## config.mk

```make
export PLATFORM = sky130hd
export DESIGN_NAME = ram_clear_seq
export DESIGN_NICKNAME = d
export VERILOG_FILES = /design/src/rtl/cart_pkg.sv /design/src/rtl/ram_clear_seq.sv
export VERILOG_INCLUDE_DIRS = /design/src /design/src/include
export SDC_FILE = /design/constraint.sdc
export NUM_CORES = 1
export LEC_CHECK = 0
export ABC_AREA = 1
export BUFFER_PORTS_ARGS = -buffer_cell sky130_fd_sc_hd__buf_2
export CAP_MARGIN = 25
export CORE_MARGIN = 5
export CORE_UTILIZATION = 35
export DETAILED_ROUTE_END_ITERATION = 10
export HOLD_SLACK_MARGIN = 0.12
export PLACE_DENSITY = 0.65
export SLEW_MARGIN = 20
export SYNTH_ARGS = -nofsm -noshare
export SYNTH_HDL_FRONTEND = slang
export SYNTH_SLANG_ARGS = --single-unit
```

## constraint.sdc

```tcl
create_clock -name clk_sys -period 2 [get_ports clk_sys]
set_input_delay 0.1 -clock clk_sys [delete_from_list [all_inputs] [get_ports clk_sys]]
set_output_delay 0.1 -clock clk_sys [all_outputs]
set_load 0.005 [all_outputs]
```

## src/include/snes_cart_consts.svh

```systemverilog
// Shared constants for the cartridge loader and the save-RAM paths
// Header offsets are image byte addresses without the copier header
// Mask widths assume size codes of at most 14
`ifndef SNES_CART_CONSTS_SVH
`define SNES_CART_CONSTS_SVH

//================================================
// Widths
`define DL_ADDR_W        25
`define WORD_W           16
`define MASK_W           24
`define CLEAR_ADDR_W     17
`define BSRAM_BITS       17
`define SD_BUF_ADDR_W    8

//================================================
// ROM header locations
`define HDR_COPIER       'h200
`define HDR_LOROM_SIZE   'h7FD6
`define HDR_LOROM_RAM    'h7FD8
`define HDR_HIROM_SIZE   'hFFD6
`define HDR_HIROM_RAM    'hFFD8
`define HDR_EXHIROM_SIZE 'h40FFD6
`define HDR_EXHIROM_RAM  'h40FFD8
// Used until a header says otherwise
`define DEFAULT_ROM_SIZE 4'hC

//================================================
// Work-RAM fill patterns
`define FILL_SNES2_A     8'h66
`define FILL_SNES2_B     8'h99
`define FILL_SNES1_A     8'hFF
`define FILL_SNES1_B     8'h00
`define FILL_SD2SNES     8'h55
`define FILL_ONES        8'hFF

`endif

```

## src/rtl/cart_pkg.sv

```systemverilog
// Types for the cartridge image stream, the header result and the RAM clear
// Enum encodings follow the menu option order
`default_nettype none
`include "snes_cart_consts.svh"

package cart_pkg;

	typedef logic [`DL_ADDR_W-1:0]    dl_addr_t;
	typedef logic [`WORD_W-1:0]       word_t;
	typedef logic [7:0]               byte_t;
	typedef logic [`MASK_W-1:0]       mask_t;
	typedef logic [`CLEAR_ADDR_W-1:0] clear_addr_t;

	// One host write beat of the image
	typedef struct packed {
		dl_addr_t addr;
		word_t    data;
		logic     wr;
	} dl_beat_t;

	// Edges of the download level
	typedef struct packed {
		logic start;
		logic done;
	} dl_events_t;

	typedef struct packed {
		byte_t rom_type;
		mask_t rom_mask;
		mask_t ram_mask;
	} cart_info_t;

	typedef struct packed {
		clear_addr_t addr;
		byte_t       data;
		logic        we;
	} fill_t;

	typedef enum logic [2:0] {
		HDR_AUTO    = 3'd0,
		HDR_NONE    = 3'd1,
		HDR_LOROM   = 3'd2,
		HDR_HIROM   = 3'd3,
		HDR_EXHIROM = 3'd4
	} header_mode_e;

	typedef enum logic [1:0] {
		REG_AUTO = 2'd0,
		REG_NTSC = 2'd1,
		REG_PAL  = 2'd2
	} region_mode_e;

	typedef enum logic [1:0] {
		INIT_SNES2   = 2'd0,
		INIT_SNES1   = 2'd1,
		INIT_SD2SNES = 2'd2,
		INIT_ONES    = 2'd3
	} wram_init_e;

endpackage

`default_nettype wire

```

## src/rtl/ram_clear_seq.sv

```systemverilog
// Work-RAM clear after a download starts, one byte per cycle
// The sweep always covers the full 17-bit space
`timescale 1ns/100ps
`default_nettype none
`include "snes_cart_consts.svh"

module ram_clear_seq (
	input  wire                        clk_sys,
	input  wire                        RESET,
	input  wire                        start,
	input  wire cart_pkg::wram_init_e  wram_init,
	output cart_pkg::fill_t            fill,
	output logic                       clearing
);
	import cart_pkg::*;

	clear_addr_t sweep_addr;
	byte_t       fill_data;

	always_ff @(posedge clk_sys) begin
		if (RESET) begin
			clearing   <= 1'b0;
			sweep_addr <= '0;
		end else begin
			if (start)
				clearing <= 1'b1;
			else if (&sweep_addr)
				clearing <= 1'b0;
			// Counter parks at zero between sweeps
			if (clearing)
				sweep_addr <= sweep_addr + 1'b1;
			else
				sweep_addr <= '0;
		end
	end

	// Power-on patterns of the different console revisions
	always_comb begin
		case (wram_init)
			INIT_SNES2: fill_data = (sweep_addr[8] ^ sweep_addr[2]) ? `FILL_SNES2_A : `FILL_SNES2_B;
			INIT_SNES1: fill_data = (sweep_addr[9] ^ sweep_addr[0]) ? `FILL_SNES1_A : `FILL_SNES1_B;
			INIT_SD2SNES: fill_data = `FILL_SD2SNES;
			default: fill_data = `FILL_ONES;
		endcase
	end

	assign fill = '{addr: sweep_addr, data: fill_data, we: clearing};

endmodule

`default_nettype wire

```

---- Yosys cells after proc, flatten, opt, wreduce, memory -nomap -nowiden ----
Cells that the tools add are included.
word-level totals
  bits in registers ....................... 18
  input bits .............................. 5
  output and inout port bits .............. 27
  logic and storage cells ................. 17
cells by class
  add/subtract/negate cells ............... 1
  equality and inequality tests ........... 2
  multiplexer cells ....................... 5
  bitwise operators ....................... 3
  reductions and logical operators ........ 4
operators by type and width
  kind                                                              count
  8-bit one-hot mux with 3 select lines                             1
  17-bit by 1-bit adder with 17-bit output (second input constant)  1
  17-bit AND reduction                                              1
  8-bit two-way mux                                                 2
  2-bit by 1-bit == test with 1-bit output (second input constant)  1
  2-bit == test (second input constant)                             1
  2-bit logical NOT                                                 1
  1-bit two-way mux                                                 2
  2-bit nonzero test                                                1
  2-bit OR reduction                                                1
  1-bit bitwise XOR                                                 2
  1-bit NOT                                                         1

---- Logic depth before layout (Yosys ltp) ----
Gate-level depths: netlist of run 1.
  depth after elaboration ................. 3
  gate-level depth with buffers ........... 9
  mapped depth without buffers ............ 9

---- Worst setup path before layout of run 1 ----
No wires, ideal clock.
  kind .................................... register to register
  start point ............................. register sweep_addr[0]
  end point ............................... register sweep_addr[16]
  library setup time ...................... 0.119 ns
  arrival ................................. 1.340 ns
  data required time ...................... 1.881 ns
  path slack .............................. 0.542 ns
  cell stages (with the launch flop) ...... 9
  path buffers ............................ 0
  clock period less this slack ............ 1.458 ns
  cell sequence ........................... dfxtp_1 -> ha_1 -> nand3_2 -> nor2_1 -> nand3_1 -> nor2_1 -> ha_1 -> inv_1 -> nor2_1
between the ends
  word-level cells in the longest chain between the ends .. 1
ends and longest elaborated chain
  what                                      RTL line             RTL
  start: declaration                        ram_clear_seq.sv:17  clear_addr_t sweep_addr;
  start signal: assignment                  ram_clear_seq.sv:31  sweep_addr <= sweep_addr + 1'b1;
  17-bit by 1-bit adder with 17-bit output  ram_clear_seq.sv:31
Every way passes these cells.
A chain may end at the register's enable or synchronous reset.

---- Worst setup path in the final report of run 1 ----
Same ends and word-level chain as after synthesis.

==> metrics.csv, run 1 <==
stage,metric,value,unit
detailed_routing,drt-wirelength-per-cell,10.1,um
placement,io_buffers,31,
floorplan,die_area,0.00397,mm2
floorplan,io_pins,32,
global_routing,grt_util_met3,0.0270,
layout,most-common-layout-cells,"nand2_1, nor2_1, buf_2, inv_1, dfxtp_1",
layout,antennaDiodeCount,0,
detailed_routing,via_per_inst,4.49,
global_routing,gr-usage-all-layers,0.122,
detailed_routing,drt_wl_total,2.20,mm
layout,drive_gt1_frac,0.215,
floorplan,die_y,63.0,um
floorplan,die_w,63.0,um
sta,totalNegativeSetupSlack,0,ns
clock_tree,cts.clk_slew.worst_paths,0.11,ns
clock_tree,cts_setup_buffers,0,
sta,fmax,633,MHz
worst_setup_path,worst_ep_arrival_time,1.77,ns
clock_tree,clk_latency,0.29,ns
logic_synthesis,netlist_area,985,um2
global_routing,grt_antenna_before_repair,0,
logic_synthesis,ys_seq_elements,18,
global_routing,grt_overflow,0,
logic_synthesis,ys_types,22,
worst_setup_path,end_kind,register,
power_and_ir_drop,ir_drop,0.000394,V
clock_tree,clock_tree.root_cell,clkbuf_4,
global_routing,grt_pass1_wl,4.09,mm
sta,slew_violations,0,
clock_tree,cts_max_level,1,
logic_synthesis,synth_top_area_share,0.366,
sta,rsz0062_at_grt,no,
worst_setup_path,start_kind,register,
floorplan,rows,19,
clock_tree,cts_max_path_buffers,2,
sta,setup_viol_count_final,0,
logic_synthesis,seq_area_frac_synth,0.366,
logic_synthesis,synth_nets,161,
logic_synthesis,synth_area_leaders,"dfxtp_1, nand2_1, nor2_1, inv_1, buf_4",
detailed_routing,ant_nets,0,
layout,area_growth,21.9,%
sta,period_needed,1.58,ns
outcome,status,"complete, no violations",
placement,hpwl,1.79,mm
global_routing,grt_max_degree,11,
layout,fillerInstances,281,
logic_synthesis,yosys_warnings,0,
power_and_ir_drop,p_total,653,uW
global_routing,grt_pass1_vias,939,
sta,hold_violations,0,
worst_setup_path,critPathRequiredTime,2.19,ns
global_routing,busiest_layer,met2,
detailed_routing,vias,974,
floorplan,initial_core_util,0.360,
sta,max_slew_margin,0.729,
logic_synthesis,netlist_instances,154,
min_path,min_path_type,register to register,
placement,dpl_cell_area,0.00114,mm2
detailed_routing,drc,0,
logic_synthesis,syn_area_per_cell,6.39,um2
clock_tree,cts_tree,done,
logic_synthesis,synth_top_area_cell,dfxtp_1,
worst_setup_path,path_max_fanout,7,
worst_setup_path,path_class,register to register,
sta,worst_pin_slew,0.405,ns
floorplan,coreArea,0.00273,mm2
sta,postLayoutSetupSlackWorst,0.419,ns
layout,seq_area,360,um2
detailed_routing,dr.pass1.iters,4,
placement,gp_congestion,0.760,
layout,stdcell_area,0.00120,mm2
power_and_ir_drop,p_leak,0.000588,uW
clock_tree,cts.sinks,18,
placement,post-place-ws,0.419,ns
global_routing,grtUsageMet2,0.195,
detailed_routing,drtIter0Drc,25,
power_and_ir_drop,p_per_area,544,mW/mm2
global_routing,grt_use_met1,0.164,
sta,clock_skew,0.00755,ns
layout,multi_input_area,484,um2
sta,finalCritPeriodShare,0.790,
layout,final_common_cell,nand2_1,
flow_run,cap_violations,0,
clock_tree,numCtsBuffers,3,
layout,nets,194,
-- state kept, by name (all words and copies together) (netlist names) --
register,count
sweep_addr,17
clearing,1
-- cells by family (layout without fill, tap and decap cells) --
kind of cell | Yosys count | in the layout | synth area share
and+or+nand+nor | 85 | 85 | 0.351
buffers and inverters | 32 | 64 | 0.142
DFF | 18 | 18 | 0.366
AOI/OAI and AO/OA | 14 | 14 | 0.0890
xor gates and xnor gates | 3 | 3 | 0.0267
adders and majority gates | 2 | 2 | 0.0254
-- timing repair --
action,CTS,global route
hold buffers,2,0
gates resized for setup,0,0
endpoints found under the setup margin,0,0
hold endpoints to repair,1,0
-- area by class of cell --
| type | count | area share |
|---|---|---|
| Tap cell | 31 | 0.0323 |
| Sequential cell | 18 | 0.300 |
| Timing Repair Buffer | 34 | 0.152 |
| Multi-Input combinational cell | 104 | 0.404 |
| Inverter | 26 | 0.0813 |
| Clock buffer | 4 | 0.0302 |
-- power breakdown --
part           leakage [uW]  internal, uW  switching [uW]
sequential         0.000146           362            4.67
combinational      0.000421          28.1            31.5
clock             0.0000210           111             115
-- cells in the mapped netlist --
master and number:
nand2_1 42, nor2_1 31, inv_1 26, dfxtp_1 18, nand3_1 6, buf_4 5
a21oi_1 4, nor2_2 3, o21bai_1 3, ha_1 2, o21ai_0 2, xor2_1 2
a211oi_1 1, a31oi_1 1, buf_2 1, nand3_2 1, nand4_1 1, o211ai_1 1
o21a_1 1, o22ai_1 1, or2_1 1, xnor2_1 1
-- critical path, cell delays in order, from the launching register on --
cell,delay (ns)
dfxtp_1,0.46
ha_1,0.24
nand3_2,0.11
nor2_1,0.15
nand3_1,0.10
nor2_1,0.10
ha_1,0.23
inv_1,0.05
nor2_1,0.04
-- stage by stage --
stage                     instances   util  hold WS, ns
after floorplan                 154      -        0.214
after global placement          211  0.418        0.322
after detailed placement        211  0.418        0.322
after CTS                       217  0.439        0.519
after global routing            217  0.439        0.542
final                           217  0.439        0.523
-- path summary, 6_finish.rpt --
kind | start | endpoint | slack, ns | cells after the start
setup / recovery | sweep_addr[0]$_SDFF_PP0_ | sweep_addr[16]$_SDFF_PP0_ | 0.42 | 8
hold / removal | sweep_addr[7]$_SDFF_PP0_ | sweep_addr[7]$_SDFF_PP0_ | 0.52 | 2
setup reg to reg | sweep_addr[0]$_SDFF_PP0_ | sweep_addr[16]$_SDFF_PP0_ | 0.42 | 8
hold reg to reg | sweep_addr[7]$_SDFF_PP0_ | sweep_addr[7]$_SDFF_PP0_ | 0.52 | 2
-- layer usage --
layer | part of all wire | wire length, um
met5 | 0 | 0
met1 | 0.47 | 1040
met4 | 0.0059 | 13
met3 | 0.084 | 185
met2 | 0.44 | 957
Power figures use the tool's default switching activity.
==> inputs of run 2 (changes only) <==
Settings changed: ABC_AREA 1 to 0.
Clock period 2 ns to 1.5 ns, I/O delays scaled along.
==> metrics.csv, run 2 <==
stage,metric,value,unit,change
outcome,status,"complete, no violations",,
layout,largest_reg_flops,17,,unchanged
worst_setup_path,path_class,register to register,,
logic_synthesis,synth_top_area_cell,dfxtp_1,,
power_and_ir_drop,p_per_area,585,mW/mm2,+7.6%
clock_tree,cts_max_path_buffers,2,,unchanged
placement,gp_congestion,0.794,,+4.5%
power_and_ir_drop,p_total,805,uW,+23%
clock_tree,numCtsBuffers,3,,unchanged
worst_setup_path,crit_chain,"ha_4, nand4_2, buf_4, or4_1, a21oi_1",,
sta,postLayoutSetupSlackWorst,0.0557,ns,-0.363 ns
clock_tree,cts_max_level,1,,unchanged
logic_synthesis,syn_area_per_cell,8.56,um2,+34%
flow_run,cap_violations,0,,unchanged
layout,fillerInstances,281,,unchanged
clock_tree,cts.sinks,18,,unchanged
logic_synthesis,synth_most_common_cell,dfxtp_1,,
worst_setup_path,start_kind,register,,
layout,nets,168,,-13%
detailed_routing,dr.pass1.iters,4,,unchanged
sta,rsz0062_at_grt,yes,,
power_and_ir_drop,p_sw,188,uW,+24%
min_path,min_path_type,register to register,,
detailed_routing,drt_wl_total,2.48,mm,+13%
logic_synthesis,synth_area_leaders,"dfxtp_1, mux2i_1, nand2_1, buf_4, nand2b_1",,
sta,slew_violations,0,,unchanged
logic_synthesis,ys_seq_elements,18,,unchanged
logic_synthesis,ys_types,30,,+36%
global_routing,grt_max_degree,15,,+4
worst_setup_path,critPathSlowestCell,or4_1,,
global_routing,gr-usage-all-layers,0.125,,+0.00282
sta,hold_violations,0,,unchanged
power_and_ir_drop,pwr-share-seq,0.602,,+0.039
clock_tree,cts.clk_slew.worst_paths,0.09,ns,-0.02 ns
logic_synthesis,ys.flop_type,dfxtp_1,,
global_routing,grt_overflow,0,,unchanged
global_routing,grt_use_met1,0.145,,-0.0199
logic_synthesis,seq_area_frac_synth,0.373,,+0.00663
layout,most-common-layout-cells,"buf_2, buf_4, nand2_1, dfxtp_1, a21oi_1",,
floorplan,coreArea,0.00271,mm2,-0.87%
worst_setup_path,max_stage_delay,0.40,ns,-0.06 ns
layout,antennaDiodeCount,0,,unchanged
global_routing,grtUsageMet2,0.222,,+0.0266
placement,post-place-ws,0.0949,ns,-0.324 ns
logic_synthesis,async_flop_share,0,,unchanged
clock_tree,clock_tree.root_cell,clkbuf_4,,
sta,fmax,692,MHz,+9.5%
logic_synthesis,netlist_instances,113,,-27%
worst_setup_path,r2r_slack,0.06,ns,-0.36 ns
logic_synthesis,netlist_area,967,um2,-1.8%
worst_setup_path,end_kind,register,,
clock_tree,clk_latency,0.29,ns,about the same
layout,drive_gt1_frac,0.434,,+0.219
clock_tree,cts_tree,done,,
worst_setup_path,worst_path_dominant_cell_family,simple AND/OR/NAND/NOR gates,,
detailed_routing,vias,979,,+0.51%
worst_setup_path,worst_ep_arrival_time,1.67,ns,-0.10 ns
logic_synthesis,synth_edf_count,0,,unchanged
sta,setup_viol_count_final,0,,unchanged
logic_synthesis,yosys_warnings,0,,unchanged
layout,top_register,sweep_addr,,
sta,clock_skew,0.00224,ns,-0.00531 ns
placement,io_buffers,31,,unchanged
floorplan,rows,19,,unchanged
power_and_ir_drop,p_int,617,uW,+23%
power_and_ir_drop,p_comb_frac,0.109,,+0.018
sta,max_slew_margin,0.747,,+0.0180
logic_synthesis,synth_nets,120,,-25%
global_routing,grt_antenna_before_repair,0,,unchanged
power_and_ir_drop,p_leak,0.000574,uW,-2.4%
logic_synthesis,synth_top_area_share,0.373,,+0.00663
sta,finalCritPeriodShare,0.963,,+0.172
logic_synthesis,synth.top_cells.by_count,"dfxtp_1, nand2_1, a21oi_1",,
layout,top_regs,"sweep_addr: 17 flops, clearing: 1 flops",,
global_routing,grt_util_met3,0.0270,,unchanged
layout,multi_input_area,603,um2,+25%
worst_setup_path,path_buf_inv,1,,unchanged
sta,period_needed,1.44,ns,-0.137 ns
detailed_routing,drtIter0Drc,8,,-68%
layout,stdcell_area,0.00138,mm2,+15%
power_and_ir_drop,p_sw_frac,0.233,,+0.00141
sta,worst_pin_slew,0.380,ns,-0.0255 ns
floorplan,initial_core_util,0.357,,-0.00330
global_routing,grt_pass1_vias,937,,-0.21%
layout,utilization,0.507,,+0.0685
floorplan,die_w,62.6,um,-0.75%
detailed_routing,drc,0,,unchanged
global_routing,grt_pass1_wl,4.03,mm,-1.5%
worst_setup_path,critPathRequiredTime,1.72,ns,-0.47 ns
detailed_routing,drt-wirelength-per-cell,13.1,um,+29%
placement,hpwl,1.84,mm,+3.0%
floorplan,die_y,62.6,um,-0.75%
global_routing,busiest_layer,met2,,
floorplan,io_pins,32,,unchanged
layout,final_common_cell,buf_2,,
detailed_routing,via_per_inst,5.15,,+15%
worst_setup_path,path_max_fanout,8,,+1
floorplan,die_area,0.00391,mm2,-1.5%
placement,dpl_cell_area,0.00124,mm2,+8.1%
power_and_ir_drop,ir_drop,0.000546,V,+39%
power_and_ir_drop,clkPwrFrac,0.289,,-0.057
layout,area_growth,42.2,%,
layout,seq_area,370,um2,+2.8%
detailed_routing,ant_nets,0,,unchanged
==> run 2: cell count changes after synthesis, moves of 4 or more <==
cell	delta
mux2i_1	+6
nor4_1	+6
nand2b_1	+6
inv_1	-21
nor2_1	-26
nand2_1	-29
and2_1	+4
==> run 2: final timing paths <==
kind / startpoint / to / depth (start not counted)
hold reg to reg: sweep_addr[15]$_SDFF_PP0_ / sweep_addr[15]$_SDFF_PP0_ / 2
setup / recovery: sweep_addr[1]$_SDFF_PP0_ / sweep_addr[10]$_SDFF_PP0_ / 5
setup reg to reg: sweep_addr[1]$_SDFF_PP0_ / sweep_addr[10]$_SDFF_PP0_ / 5
hold / removal: sweep_addr[15]$_SDFF_PP0_ / sweep_addr[15]$_SDFF_PP0_ / 2
==> run 2: cell families (layout without fill, tap and decap cells) <==
logic type,after synthesis,count (layout),synth area share
XOR/XNOR,5,5,0.0453
multiplexers,6,6,0.0621
AND/OR/NAND/NOR,52,52,0.310
adder cells (fa/ha/maj),2,2,0.0259
buffers and inverters,13,59,0.0815
flip-flops,18,18,0.373
AO/OA/AOI/OAI,17,17,0.102
==> run 2: final cells by class <==
type	instances	share of cell area
multi-input cells	82	0.439
flip-flops and latches	18	0.269
inverters	5	0.0136
well taps	31	0.0282
repair buffers	51	0.234
clock buffers	3	0.0164
==> run 2: repair_timing <==
item	CTS	global route
hold buffers	2	0
pin swaps	0	6
endpoints found under the hold margin	1	0
setup buffers	0	2
resized for setup	5	14
endpoints found under the setup margin	8	11
==> run 2: metrics by stage <==
step | hold slack, ns | cells | TNS (ns)
detailed placement | 0.267 | 183 | 0
floorplan | 0.147 | 113 | 0
global placement | 0.257 | 183 | 0
CTS | 0.492 | 188 | 0
global route | 0.504 | 190 | -0.0229
finish | 0.485 | 190 | 0
==> run 2: worst register-to-register path, delay by kind of cell (launching register included) <==
kind                     cells  cell delay, ns
AND/OR/NAND/NOR              2            0.52
flip-flops                   1            0.36
buffers and inverters        1            0.19
AO/OA/AOI/OAI                1            0.16
adder cells (fa/ha/maj)      1            0.15
==> run 2: metal layers <==
| metal | vias up | share of wire |
|---|---|---|
| met2 | 33 | 0.50 |
| met5 | - | 0 |
| li1 | 486 | - |
| met3 | 4 | 0.060 |
| met1 | 456 | 0.43 |
| met4 | 0 | 0.0093 |
==> run 2: power groups by stage <==
stage | Clock (uW) | Sequential (uW) | Combinational, uW
after global placement | 0 | 497 | 71.2
after floorplan | 0 | 499 | 48.8
after detailed placement | 0 | 497 | 74.7
after CTS | 246 | 486 | 80.6
after global routing | 262 | 485 | 98.7
final | 233 | 484 | 87.9
