--- src/include/snes_cart_consts.svh ---
// Shared constants for the cartridge loader and the save-RAM paths
// Header offsets are image byte addresses without the copier header
// Mask widths assume size codes of at most 14
`ifndef SNES_CART_CONSTS_SVH
`define SNES_CART_CONSTS_SVH

//================================================
// Widths
`define DL_ADDR_W        25
`define WORD_W           16
`define MASK_W           24
`define CLEAR_ADDR_W     17
`define BSRAM_BITS       17
`define SD_BUF_ADDR_W    8

//================================================
// ROM header locations
`define HDR_COPIER       'h200
`define HDR_LOROM_SIZE   'h7FD6
`define HDR_LOROM_RAM    'h7FD8
`define HDR_HIROM_SIZE   'hFFD6
`define HDR_HIROM_RAM    'hFFD8
`define HDR_EXHIROM_SIZE 'h40FFD6
`define HDR_EXHIROM_RAM  'h40FFD8
// Used until a header says otherwise
`define DEFAULT_ROM_SIZE 4'hC

//================================================
// Work-RAM fill patterns
`define FILL_SNES2_A     8'h66
`define FILL_SNES2_B     8'h99
`define FILL_SNES1_A     8'hFF
`define FILL_SNES1_B     8'h00
`define FILL_SD2SNES     8'h55
`define FILL_ONES        8'hFF

`endif

--- src/rtl/cart_pkg.sv ---
// Types for the cartridge image stream, the header result and the RAM clear
// Enum encodings follow the menu option order
`default_nettype none
`include "snes_cart_consts.svh"

package cart_pkg;

	typedef logic [`DL_ADDR_W-1:0]    dl_addr_t;
	typedef logic [`WORD_W-1:0]       word_t;
	typedef logic [7:0]               byte_t;
	typedef logic [`MASK_W-1:0]       mask_t;
	typedef logic [`CLEAR_ADDR_W-1:0] clear_addr_t;

	// One host write beat of the image
	typedef struct packed {
		dl_addr_t addr;
		word_t    data;
		logic     wr;
	} dl_beat_t;

	// Edges of the download level
	typedef struct packed {
		logic start;
		logic done;
	} dl_events_t;

	typedef struct packed {
		byte_t rom_type;
		mask_t rom_mask;
		mask_t ram_mask;
	} cart_info_t;

	typedef struct packed {
		clear_addr_t addr;
		byte_t       data;
		logic        we;
	} fill_t;

	typedef enum logic [2:0] {
		HDR_AUTO    = 3'd0,
		HDR_NONE    = 3'd1,
		HDR_LOROM   = 3'd2,
		HDR_HIROM   = 3'd3,
		HDR_EXHIROM = 3'd4
	} header_mode_e;

	typedef enum logic [1:0] {
		REG_AUTO = 2'd0,
		REG_NTSC = 2'd1,
		REG_PAL  = 2'd2
	} region_mode_e;

	typedef enum logic [1:0] {
		INIT_SNES2   = 2'd0,
		INIT_SNES1   = 2'd1,
		INIT_SD2SNES = 2'd2,
		INIT_ONES    = 2'd3
	} wram_init_e;

endpackage

`default_nettype wire

--- src/rtl/host_pkg.sv ---
// Types for the host SD block interface and the console save-RAM bus
// One SD block is 512 bytes, moved as 256 words
`default_nettype none
`include "snes_cart_consts.svh"

package host_pkg;

	typedef logic [31:0] sd_lba_t;
	typedef logic [19:0] bsram_addr_t;

	// Block request towards the host
	typedef struct packed {
		sd_lba_t lba;
		logic    rd;
		logic    wr;
	} sd_req_t;

	// Host buffer side, data flows into the save RAM
	typedef struct packed {
		logic [`SD_BUF_ADDR_W-1:0] addr;
		logic [`WORD_W-1:0]        data;
		logic                      wr;
	} sd_buf_t;

	// Console byte access
	typedef struct packed {
		bsram_addr_t addr;
		logic [7:0]  data;
		logic        we;
	} bsram_bus_t;

	typedef enum logic {
		BK_IDLE = 1'b0,
		BK_XFER = 1'b1
	} bk_state_e;

endpackage

`default_nettype wire

--- src/rtl/backup_sync.sv ---
// Save-RAM backup control and the block sequencer towards the SD host
// rd or wr drops the cycle after ack rises; the block ends on the ack fall
// The transfer covers blocks 0 up to ram_mask[23:9]
`timescale 1ns/100ps
`default_nettype none
`include "snes_cart_consts.svh"

module backup_sync (
	input  wire                        clk_sys,
	input  wire                        RESET,
	input  wire cart_pkg::mask_t       ram_mask,
	input  wire cart_pkg::dl_events_t  events,
	input  wire                        cart_download,
	input  wire                        img_mounted,
	input  wire                        img_readonly,
	input  wire                        img_nonempty,
	input  wire                        bsram_we,
	input  wire                        load_req,
	input  wire                        save_req,
	input  wire                        autosave,
	input  wire                        osd_open,
	input  wire                        sd_ack,
	output host_pkg::sd_req_t          sd_req,
	output logic                       bk_loading,
	output logic                       bk_pending
);
	import cart_pkg::*;
	import host_pkg::*;

	bk_state_e state;
	mask_t     blk_last;
	logic      bk_ena;
	logic      save_lvl;
	logic      load_g;
	logic      save_g;
	logic      load_q;
	logic      save_q;
	logic      ack_q;
	logic      auto_load;
	logic      start_load;
	logic      start_xfer;

	// Last block index, one block per 512 bytes
	assign blk_last = ram_mask >> (`SD_BUF_ADDR_W + 1);

	// Autosave fires once the menu opens with unsaved data
	assign save_lvl   = save_req | (bk_pending & osd_open & autosave);
	assign load_g     = load_req & bk_ena;
	assign save_g     = save_lvl & bk_ena;
	assign auto_load  = events.done & img_nonempty & bk_ena;
	assign start_load = (load_g & ~load_q) | auto_load;
	assign start_xfer = start_load | (save_g & ~save_q);

	always_ff @(posedge clk_sys) begin
		if (RESET)
			bk_ena <= 1'b0;
		else if (events.start)
			bk_ena <= 1'b0;
		// Save image is mounted by the time the download runs
		else if (cart_download && img_mounted && !img_readonly)
			bk_ena <= |ram_mask;
	end

	always_ff @(posedge clk_sys) begin
		if (RESET)
			bk_pending <= 1'b0;
		else if (bk_ena && !osd_open && bsram_we)
			bk_pending <= 1'b1;
		else if (state == BK_XFER || !bk_ena)
			bk_pending <= 1'b0;
	end

	//================================================
	// Block sequencer
	always_ff @(posedge clk_sys) begin
		if (RESET) begin
			state      <= BK_IDLE;
			bk_loading <= 1'b0;
			sd_req     <= '0;
			load_q     <= 1'b0;
			save_q     <= 1'b0;
			ack_q      <= 1'b0;
		end else begin
			load_q <= load_g;
			save_q <= save_g;
			ack_q  <= sd_ack;
			// Host took the request
			if (sd_ack && !ack_q) begin
				sd_req.rd <= 1'b0;
				sd_req.wr <= 1'b0;
			end
			case (state)
				BK_IDLE: begin
					if (start_xfer) begin
						state      <= BK_XFER;
						bk_loading <= start_load;
						sd_req.lba <= '0;
						sd_req.rd  <= start_load;
						sd_req.wr  <= ~start_load;
					end
				end
				BK_XFER: begin
					if (!sd_ack && ack_q) begin
						if (sd_req.lba >= sd_lba_t'(blk_last)) begin
							state      <= BK_IDLE;
							bk_loading <= 1'b0;
						end else begin
							sd_req.lba <= sd_req.lba + 1'b1;
							sd_req.rd  <= bk_loading;
							sd_req.wr  <= ~bk_loading;
						end
					end
				end
				default: state <= BK_IDLE;
			endcase
		end
	end

endmodule

`default_nettype wire

--- config.mk ---
export PLATFORM = sky130hd
export DESIGN_NAME = backup_sync
export DESIGN_NICKNAME = d
export VERILOG_FILES = /design/src/rtl/cart_pkg.sv /design/src/rtl/host_pkg.sv /design/src/rtl/backup_sync.sv
export VERILOG_INCLUDE_DIRS = /design/src /design/src/include
export SDC_FILE = /design/constraint.sdc
export NUM_CORES = 1
export LEC_CHECK = 0
export ABC_CLOCK_PERIOD_IN_PS = 2500
export BUFFER_PORTS_ARGS = -buffer_cell sky130_fd_sc_hd__buf_2
export CAP_MARGIN = 20
export CORE_MARGIN = 2
export CORE_UTILIZATION = 35
export CTS_BUF_LIST = sky130_fd_sc_hd__clkbuf_8
export CTS_CLUSTER_DIAMETER = 30
export DETAILED_ROUTE_END_ITERATION = 8
export PLACE_DENSITY = 0.66
export SETUP_SLACK_MARGIN = 0.02
export SYNTH_ARGS = -nofsm -noshare
export SYNTH_HDL_FRONTEND = slang
export SYNTH_SLANG_ARGS = --single-unit
export TNS_END_PERCENT = 1
--- constraint.sdc ---
create_clock -name clk_sys -period 2.5 [get_ports clk_sys]
set_input_delay 0.125 -clock clk_sys [delete_from_list [all_inputs] [get_ports clk_sys]]
set_output_delay 0.125 -clock clk_sys [all_outputs]
set_load 0.05 [all_outputs]
## Word-level counts from Yosys, hierarchy flattened

Index checks and enable logic that the tools add are counted.

- Register bits: 41
- Bits of input ports: 38
- Output and inout bits: 36
- Logic and storage cells: 64

- Add/subtract/negate cells: 1
- Order comparisons: 1
- Equality and inequality tests: 4
- Muxes and demuxes: 15
- Bitwise logic cells: 16
- Reductions and logical operators: 17

Operator list:

| kind | count |
|---|---|
| 34-bit 2-to-1 mux | 3 |
| 34-bit one-hot mux with 2 select lines | 1 |
| 32-bit by 1-bit adder with 32-bit output (second input constant) | 1 |
| 32-bit by 15-bit >= comparator with 1-bit output | 1 |
| 24-bit OR reduction | 1 |
| 1-bit bitwise AND | 8 |
| 1-bit 2-to-1 mux | 8 |
| 1-bit logical AND | 6 |
| 3-bit AND reduction | 2 |
| 1-bit zero test | 5 |
| 1-bit NOT | 5 |
| 2-bit by 1-bit != test with 1-bit output (second input constant) | 2 |
| 2-bit != test (second input constant) | 2 |
| 1-bit one-hot mux with 2 select lines | 2 |
| 1-bit bitwise OR | 3 |
| 2-bit 2-to-1 mux | 1 |
| 2-bit nonzero test | 1 |
| 2-bit OR reduction | 1 |
| 1-bit logical OR | 1 |

## Longest topological paths before layout

Gate-level depths: netlist of run 1.

- Depth after elaboration: 8
- Gate-level depth with buffers: 9
- Mapped depth without buffers: 8

## Worst setup path after synthesis of run 1

No wires, ideal clock.

- Path kind: reg-to-reg
- Start: register sd_req[2] (netlist name)
- End: register sd_req[0] (netlist name)
- Setup time: 0.112 ns
- Data arrival time: 2.724 ns
- Data required time: 2.388 ns
- Path slack: -0.337 ns
- Cell stages (with the launch flop): 9
- Buffers on the path: 0
- Period minus slack after synthesis: 2.837 ns
- Cells stage by stage: dfxtp_1 > inv_1 > ha_1 > nand2b_1 > a2111o_1 > and3_1 > nor3_2 > mux2_2 > a2111oi_1

- Cells in the longest elaborated chain, start to end: 4

RTL lines:

| item | RTL line | source |
|---|---|---|
| from (decl) | backup_sync.sv:23 | `output host_pkg::sd_req_t sd_req,` |
| 32-bit by 15-bit >= comparator with 1-bit output | backup_sync.sv:104 | `if (sd_req.lba >= sd_lba_t'(blk_last)) begin` |
| 34-bit 2-to-1 mux | backup_sync.sv:104 |  |
| 34-bit 2-to-1 mux | backup_sync.sv:103 | `if (!sd_ack && ack_q) begin` |
| 34-bit one-hot mux with 2 select lines | backup_sync.sv:92 | `case (state)` |

No other way between the ends. The select of a mux whose other input is x is not followed.
A chain may end at the register's enable or synchronous reset.

## Worst setup path in the final report of run 1

- Start: register sd_req[16] (netlist name)
- End: register sd_req[9] (netlist name)

- Cells in the longest elaborated chain, start to end: 3

RTL lines:

| item | RTL line |
|---|---|
| 32-bit by 15-bit >= comparator with 1-bit output | backup_sync.sv:104 |
| 2-bit != test (no line) | -- |
| 3-bit AND reduction (no line) | -- |

No other way between the ends.

==> results.toml, run 1 <==
[critical_path]
crit_type = "flip-flop to flip-flop"
crit_required_ns = 2.76
rrSetupSlack_ns = 0.05
r2r_cells = 7
critical_path.max_fanout = 8
arrival_ns = 2.70
cp-start-kind = "flip-flop"
crit_path_end_kind = "flip-flop"
reg2reg_from = "sd_req[16]"
worstSetupStartpoint = "sd_req[16]"

[hold_path]
hold_path_depth = 3
hp-class = "input port to flip-flop"
worstHoldStart = "load_req"

[synth]
ys_warn_count = 0
synth_cell_types = 47
synth_top_area_share_pct = 36.2
synth.most_common_cell = "dfxtp_1"
synth_area_mm2 = 0.00226
ys_seq_elements = 41
synth_edf_count = 0
synth_cells = 269
synth_area_leaders = "dfxtp_1, ha_1, nor4_1, inv_1, nand2_1"
async_flop_share_pct = 0
seq_area_frac_synth_pct = 36.2
synth_common_cells = "dfxtp_1, inv_1, nand2_1"
synthFlopType = "dfxtp_1"
syn-num-nets = 323
yosysTopAreaCell = "dfxtp_1"
synth_area_per_cell_um2 = 8.42

[detailed_routing]
drc_errors = 0
avgRoutedWirePerCell_um = 14.0
routed_wl_mm = 6.18
vias = 2273
first_pass_iters = 4
antenna_left = 0
vias_per_cell = 5.17
drt_iter0_markers = 89

[run]
cap_violations = 0

[pwr]
p_leak_nw = 1.44
p_total_mw = 1.39
power_density_mw_per_mm2 = 456
peakVddDrop_uv = 322

[timing]
min_period_ns = 2.45
tightestPinTransition_ns = 0.467
slew_headroom_pct = 68.8
fmax_mhz = 409
hold_violations = 0
finClkSkew_ns = 0.00828
finalCritPeriodShare_pct = 97.9
setup_viol = 0
setup_tns_ns = 0
rsz0062_at_grt = "false"
slew_violations = 0

[cts]
cts_sinks = 41
cts_buffers = 5
cts_tree = "built"
clkLatencyLatePin_ns = 0.30
cts_root_buffer = "clkbuf_8"
cts_buffer_depth = 2
htree_levels = 2
path_clk_slew_ns = 0.08

[global_route]
grt_pass1_wl_mm = 9.52
grt_use_total_pct = 16.6
grt_overflow = 0
grt_max_degree = 21
antenna_found_initial = 0
grt_pass1_vias = 2077

[floorplan]
row_count = 29
die_y_um = 84.4
start_util_pct = 35.9
die_width_um = 84.4
pin_count = 74
core_mm2 = 0.00631
dieArea_mm2 = 0.00713

[placement]
port_buffers = 73
gp_congestion = 0.847
hpwl_mm = 4.70

[layout]
fillerInstances = 628
antenna_cells_inserted = 0
syn2layout_area_growth_pct = 34.4
regArea_um2 = 841
multi_input_area_mm2 = 0.00139
drive_above_1_share_pct = 35.5
nets = 416

[run_status]
status = "finished, final reports clean"
==> cell families after synthesis <==
logic type	synth area share, %
buf+inv	4.70
mux	0.497
flops	36.2
simple gates	29.8
compound gates	18.4
xor+xnor	1.55
fa+ha+maj	8.84
==> power breakdown <==
group / switching [mW] / leakage [nW] / internal (mW)
clock network: 0.239 / 0.0574 / 0.325
registers: 0.0103 / 0.337 / 0.657
logic: 0.0914 / 1.05 / 0.0652
total: 0.340 / 1.44 / 1.05
==> cells in the final DEF (no fill, tap or decap), types with 5 or more instances in the layout <==
master     Yosys  layout
o2bb2ai_1      5       5
buf_2          1      73
buf_4          0      18
a21oi_1       16      15
inv_1         22      22
dfxtp_2        0       7
nor2_1        14      14
nand4_1        7       7
dfxtp_1       41      31
nand2b_1       9       9
or2_2          6       6
o21a_1         9       9
nor4_1        14      13
nor3_1         6       5
nand2_1       22      22
ha_1          16      15
o21ai_0        6       6
clkbuf_8       0       6
nand3_1        9       9
and2_1        11      11
a21o_1         9       9
==> metrics by stage <==
stage | utilization, % | std cells | instance area (µm²) | setup slack (ns) | hold WS [ns]
floorplan | - | 269 | 2300 | 0.0381 | 0.215
global placement | 44.9 | 426 | 2830 | 0.0737 | 0.312
detailed placement | 44.9 | 426 | 2830 | 0.0104 | 0.320
CTS | 47.1 | 435 | 2970 | 0.0411 | 0.0408
global route | 48.2 | 440 | 3040 | 0.00354 | 0.0610
finish | 48.2 | 440 | 3040 | 0.0536 | 0.0507
==> layout make-up <==
cell class                      count  area share (%)
Multi-Input combinational cell    200            45.8
Sequential cell                    41            27.6
Timing Repair Buffer               92            16.8
Tap cell                           77            3.16
Clock buffer                        6            2.71
Inverter                           22            2.71
Clock inverter                      2            1.23
==> final timing paths <==
kind	endpoint
worst max-delay path	sd_req[9]
worst min-delay path	load_q
worst max register to register	sd_req[9]
worst min register to register	sd_req[30]
==> registers in the layout, summed over array words and instances, names as in the netlist <==
name,count
save_q,1
ack_q,1
bk_pending,1
sd_req,34
bk_ena,1
bk_loading,1
load_q,1
state,1
==> worst max-delay path, cell delays in order, from the launching register on <==
cell	delay [ns]
dfxtp_4	0.35
ha_2	0.17
or4_4	0.49
buf_4	0.15
or3_4	0.39
o31a_4	0.40
nor4_1	0.30
o211a_1	0.16
==> layer usage <==
| metal | vias up | global-route usage, % | routed length, µm |
|---|---|---|---|
| li1 | 1156 | - | - |
| met1 | 1060 | 21.0 | 2810 |
| met2 | 50 | 28.4 | 3010 |
| met3 | 7 | 3.64 | 295 |
| met4 | 0 | 4.76 | 67 |
| met5 | - | 0 | 0 |
==> what timing repair did <==
| item | 4_1_cts | 5_1_grt |
|---|---|---|
| gates resized for setup | 3 | 5 |
| hold buffers | 1 | 0 |
| endpoints found under the setup margin | 1 | 2 |
| pin swaps | 1 | 5 |
| endpoints found under the hold margin | 1 | 0 |
| buffers inserted | 0 | 5 |
(Power assumes the default switching activity.)
==> run 2: changes to the inputs <==
--- a/config.mk
+++ b/config.mk
@@ -8,13 +8,12 @@
 export LEC_CHECK = 0
 export ABC_CLOCK_PERIOD_IN_PS = 2500
 export BUFFER_PORTS_ARGS = -buffer_cell sky130_fd_sc_hd__buf_2
-export CAP_MARGIN = 20
 export CORE_MARGIN = 2
-export CORE_UTILIZATION = 35
+export CORE_UTILIZATION = 25
 export CTS_BUF_LIST = sky130_fd_sc_hd__clkbuf_8
 export CTS_CLUSTER_DIAMETER = 30
 export DETAILED_ROUTE_END_ITERATION = 8
-export PLACE_DENSITY = 0.66
+export PLACE_DENSITY = 0.52
 export SETUP_SLACK_MARGIN = 0.02
 export SYNTH_ARGS = -nofsm -noshare
 export SYNTH_HDL_FRONTEND = slang
==> results.toml, run 2 (synthesis results as in run 1) <==
[run_status]
status = "finished, final reports clean"

[layout]
final_cell_mix = "buf_2, dfxtp_1, inv_1, nand2_1, buf_4"
antenna_cells_inserted = 0
final_cells = 470
design_area_mm2 = 0.00303
syn2layout_area_growth_pct = 34.0
fillerInstances = 935
nets = 415
largest_reg_flops = 34
drive_above_1_share_pct = 34.5
final_common_cell = "buf_2"
regMostFlops = "sd_req"

[floorplan]
start_util_pct = 25.8
dieArea_mm2 = 0.00984
core_mm2 = 0.00876
die_width_um = 99.2
row_count = 34
die_y_um = 99.2
pin_count = 74

[critical_path]
arrival_ns = 2.59
cp-start-kind = "flip-flop"
crit_required_ns = 2.70
crit_path_end_kind = "flip-flop"
crit_type = "flip-flop to flip-flop"
critical_path.max_fanout = 3

[pwr]
comb_power_share_pct = 12.4
p_leak_nw = 1.42
power_density_mw_per_mm2 = 415
net-switching-power_uw = 346
clkPwrFrac_pct = 34.5
swShare_pct = 27.5
seqPwrFrac_pct = 53.1
intPower_uw = 912
peakVddDrop_uv = 206

[global_route]
grt_use_total_pct = 13.1
grt_pass1_wl_mm = 10.3
grt_overflow = 0
antenna_found_initial = 0
grt_max_degree = 21
grt_pass1_vias = 2130

[detailed_routing]
routed_wl_mm = 6.49
vias = 2256
avgRoutedWirePerCell_um = 13.8
antenna_left = 0
drt_iter0_markers = 54
drc_errors = 0
vias_per_cell = 4.80
first_pass_iters = 4

[timing]
slew_violations = 0
hold_violations = 0
slew_headroom_pct = 33.6
fmax_mhz = 418
rsz0062_at_grt = "false"
finClkSkew_ns = 0.00536
setup_tns_ns = 0
tightestPinTransition_ns = 0.996
min_period_ns = 2.39
finalCritPeriodShare_pct = 95.7
setup_viol = 0
fin_hold_ws_ns = 0.0479

[placement]
port_buffers = 73
hpwl_mm = 5.12
dpl_cell_area_mm2 = 0.00290
dp.cells = 460
gp_congestion = 0.841

[cts]
cts_tree = "built"
cts_sinks = 41
path_clk_slew_ns = 0.08
cts_buffers = 5
cts_buffer_depth = 2
clkLatencyLatePin_ns = 0.29
cts_root_buffer = "clkbuf_8"
htree_levels = 2

[run]
cap_violations = 0

[hold_path]
hp-class = "input port to flip-flop"
## run 2: cell types whose count changed in the layout (fill, tap and decap cells not counted), sizes merged
| cell | before | now |
|---|---|---|
| clkinv | 0 | 2 |
| clkbuf | 6 | 5 |
| bufinv | 1 | 0 |
| buf | 91 | 90 |
## run 2: repair_timing
item                                    CTS  global route
hold endpoints to repair                  1             0
hold buffers                              1             0
pin swaps                                 1             1
setup buffers                             1             0
endpoints found under the setup margin    1            22
resized for setup                         0             6
cloned                                    0             0
## run 2: final timing paths
kind	slack (ns)	depth (start not counted)	from	to
worst min-delay path	0.05	3	load_req	load_q
worst max register to register	0.11	6	sd_req[16]	sd_req[0]
worst max-delay path	0.11	6	sd_req[16]	sd_req[0]
worst min register to register	0.49	1	sd_req[30]	sd_req[30]
## run 2: cell type report
class	count	area, µm²	share of cell area [%]
multi-input cells	200	1390	45.7
well taps	108	135	4.45
inverters	22	82.6	2.72
repair buffers	91	503	16.6
flip-flops and latches	41	841	27.7
clock inverters	3	17.5	0.577
clock buffers	5	68.8	2.27
## run 2: per-stage QoR
step	power (mW)	setup slack [ns]	util [%]
3_3_place_gp	0.828	0.0821	33.0
4_1_cts	1.27	0.0241	34.2
3_5_place_dp	0.829	-0.0244	33.0
2_1_floorplan	0.768	0.0381	-
6_report	1.26	0.108	34.6
5_1_grt	1.32	0.0276	34.6
## run 2: power groups by stage
stage / registers (mW) / clock network (mW) / logic [mW]
floorplan: 0.691 / 0 / 0.0766
global placement: 0.682 / 0 / 0.146
detailed placement: 0.682 / 0 / 0.148
CTS: 0.667 / 0.456 / 0.150
global route: 0.669 / 0.483 / 0.173
finish: 0.668 / 0.435 / 0.156
## run 2: per-layer routing
layer | vias to the layer above | global-route usage, % | share of wire, %
met4 | 0 | 2.53 | 0.62
met1 | 1028 | 17.9 | 47
li1 | 1160 | - | -
met3 | 7 | 3.37 | 6.4
met5 | - | 0 | 0
met2 | 61 | 21.0 | 46
## run 2: critical path: stages, from the launching register on
cell and delay, ns:
dfxtp_4 0.35, ha_1 0.19, or4_4 0.43, or4_4 0.44
nor3_4 0.23, mux2_4 0.34, a2111oi_4 0.32
==> run 3: changes to the inputs <==
--- a/config.mk
+++ b/config.mk
@@ -9,11 +9,11 @@
 export ABC_CLOCK_PERIOD_IN_PS = 2500
 export BUFFER_PORTS_ARGS = -buffer_cell sky130_fd_sc_hd__buf_2
 export CORE_MARGIN = 2
-export CORE_UTILIZATION = 25
+export CORE_UTILIZATION = 46
 export CTS_BUF_LIST = sky130_fd_sc_hd__clkbuf_8
 export CTS_CLUSTER_DIAMETER = 30
 export DETAILED_ROUTE_END_ITERATION = 8
-export PLACE_DENSITY = 0.52
+export PLACE_DENSITY_LB_ADDON = 0.05
 export SETUP_SLACK_MARGIN = 0.02
 export SYNTH_ARGS = -nofsm -noshare
 export SYNTH_HDL_FRONTEND = slang
==> results.toml, run 3 (synthesis results as in run 1) <==
[placement]
hpwl_mm = 4.46
gp_congestion = 0.836
port_buffers = 73

[detailed_routing]
avgRoutedWirePerCell_um = 13.5
routed_wl_mm = 5.74
drt_iter0_markers = 94
vias = 2249
antenna_left = 0
first_pass_iters = 4
drc_errors = 0
vias_per_cell = 5.30

[layout]
nets = 410
largest_reg_flops = 34
final_common_cell = "buf_2"
antenna_cells_inserted = 0
syn2layout_area_growth_pct = 29.4
regMostFlops = "sd_req"
final_cell_mix = "buf_2, dfxtp_1, inv_1, nand2_1, ha_1"
drive_above_1_share_pct = 33.3

[timing]
slew_violations = 0
finClkSkew_ns = 0.00517
finalCritPeriodShare_pct = 95.1
rsz0062_at_grt = "false"
fmax_mhz = 420
fin_hold_ws_ns = 0.0475
min_period_ns = 2.38
setup_tns_ns = 0
hold_violations = 0
slew_headroom_pct = 39.4
tightestPinTransition_ns = 0.908
setup_viol = 0

[cts]
cts_sinks = 41
cts_buffer_depth = 2
path_clk_slew_ns = 0.08
cts_root_buffer = "clkbuf_8"
postCtsSetupBuffers = 0
htree_levels = 2
cts_tree = "built"
clkLatencyLatePin_ns = 0.29
cts_buffers = 5

[floorplan]
start_util_pct = 47.9
core_mm2 = 0.00472
die_width_um = 74.2
row_count = 25
die_y_um = 74.2
dieArea_mm2 = 0.00550
pin_count = 74

[critical_path]
worstSetupStartpoint = "sd_req[16]"
cp-start-kind = "flip-flop"
arrival_ns = 2.56
r2r-end = "sd_req[13]"
cp-endpoint = "sd_req[13]"
critical_path.max_fanout = 8
reg2reg_from = "sd_req[16]"
crit_path_end_kind = "flip-flop"
crit_type = "flip-flop to flip-flop"
rrSetupSlack_ns = 0.12
r2r_cells = 7
crit_required_ns = 2.69

[global_route]
grt_use_total_pct = 21.3
grt_pass1_vias = 1954
grt_overflow = 0
grt_pass1_wl_mm = 9.01
antenna_found_initial = 0
grt_max_degree = 14

[pwr]
power_density_mw_per_mm2 = 424
peakVddDrop_uv = 247
p_leak_nw = 1.39

[run_status]
status = "finished, final reports clean"

[hold_path]
hp-class = "input port to flip-flop"
worstHoldStart = "load_req"

[run]
cap_violations = 0
## run 3: cell types whose count changed in the layout (fill, tap and decap cells not counted)
cell / previous run / this run
a21oi_2: 0 / 1
a2111oi_4: 1 / 0
inv_1: 22 / 23
nor4_1: 12 / 13
buf_4: 17 / 12
clkinv_2: 2 / 0
clkinvlp_4: 1 / 2
nor4_2: 2 / 1
a21oi_1: 16 / 15
a2111oi_2: 0 / 1
## run 3: layer usage
| layer | GRT usage [%] | vias to the layer above | wire [µm] |
|---|---|---|---|
| met1 | 29.1 | 1025 | 2730 |
| met3 | 4.20 | 5 | 359 |
| met2 | 34.7 | 66 | 2600 |
| met5 | 0 | - | 0 |
| li1 | - | 1153 | - |
| met4 | 4.85 | 0 | 52 |
## run 3: stage by stage
stage	util, %	area (µm²)	cells	total power [mW]	setup WS [ns]
floorplan	-	2300	269	0.768	0.0381
global placement	59.6	2810	415	0.828	0.106
detailed placement	59.6	2810	415	0.829	0.0796
CTS	61.4	2900	423	1.25	0.0481
global route	62.1	2930	424	1.30	0.0277
finish	62.1	2930	424	1.24	0.122
## run 3: worst min path at each step
stage	end	slack, ns	cells past startpoint
after floorplan	bk_ena	0.21	1
after global placement	bk_ena	0.30	2
after detailed placement	bk_ena	0.31	2
after CTS	bk_ena	0.002	2
after global routing	load_q	0.05	3
final	load_q	0.05	3
## run 3: cell type report
cell class                 instances  area [µm²]
multi-input combinational        200        1370
sequential                        41         841
timing repair buffer              86         465
clock buffer                       5        68.8
inverter                          22        82.6
clock inverter                     3        18.8
tap                               67        83.8
fill                             442        1790
## run 3: power breakdown
| part | switching, mW | internal (mW) |
|---|---|---|
| clock network | 0.232 | 0.193 |
| logic | 0.0892 | 0.0623 |
| registers | 0.00961 | 0.657 |
## run 3: critical path, stage by stage, from the launching register on
cell and delay, ns:
dfxtp_4 0.37, ha_1 0.18, or4_4 0.43, or3_4 0.41, nor3_1 0.31, o21ai_1 0.16, buf_4 0.19, a22o_1 0.23
## run 3: repair_timing
item | in CTS | in global routing
gates resized for setup | 0 | 5
endpoints found under the hold margin | 0 | 1
setup endpoints to repair | 0 | 6
hold buffers | 0 | 1
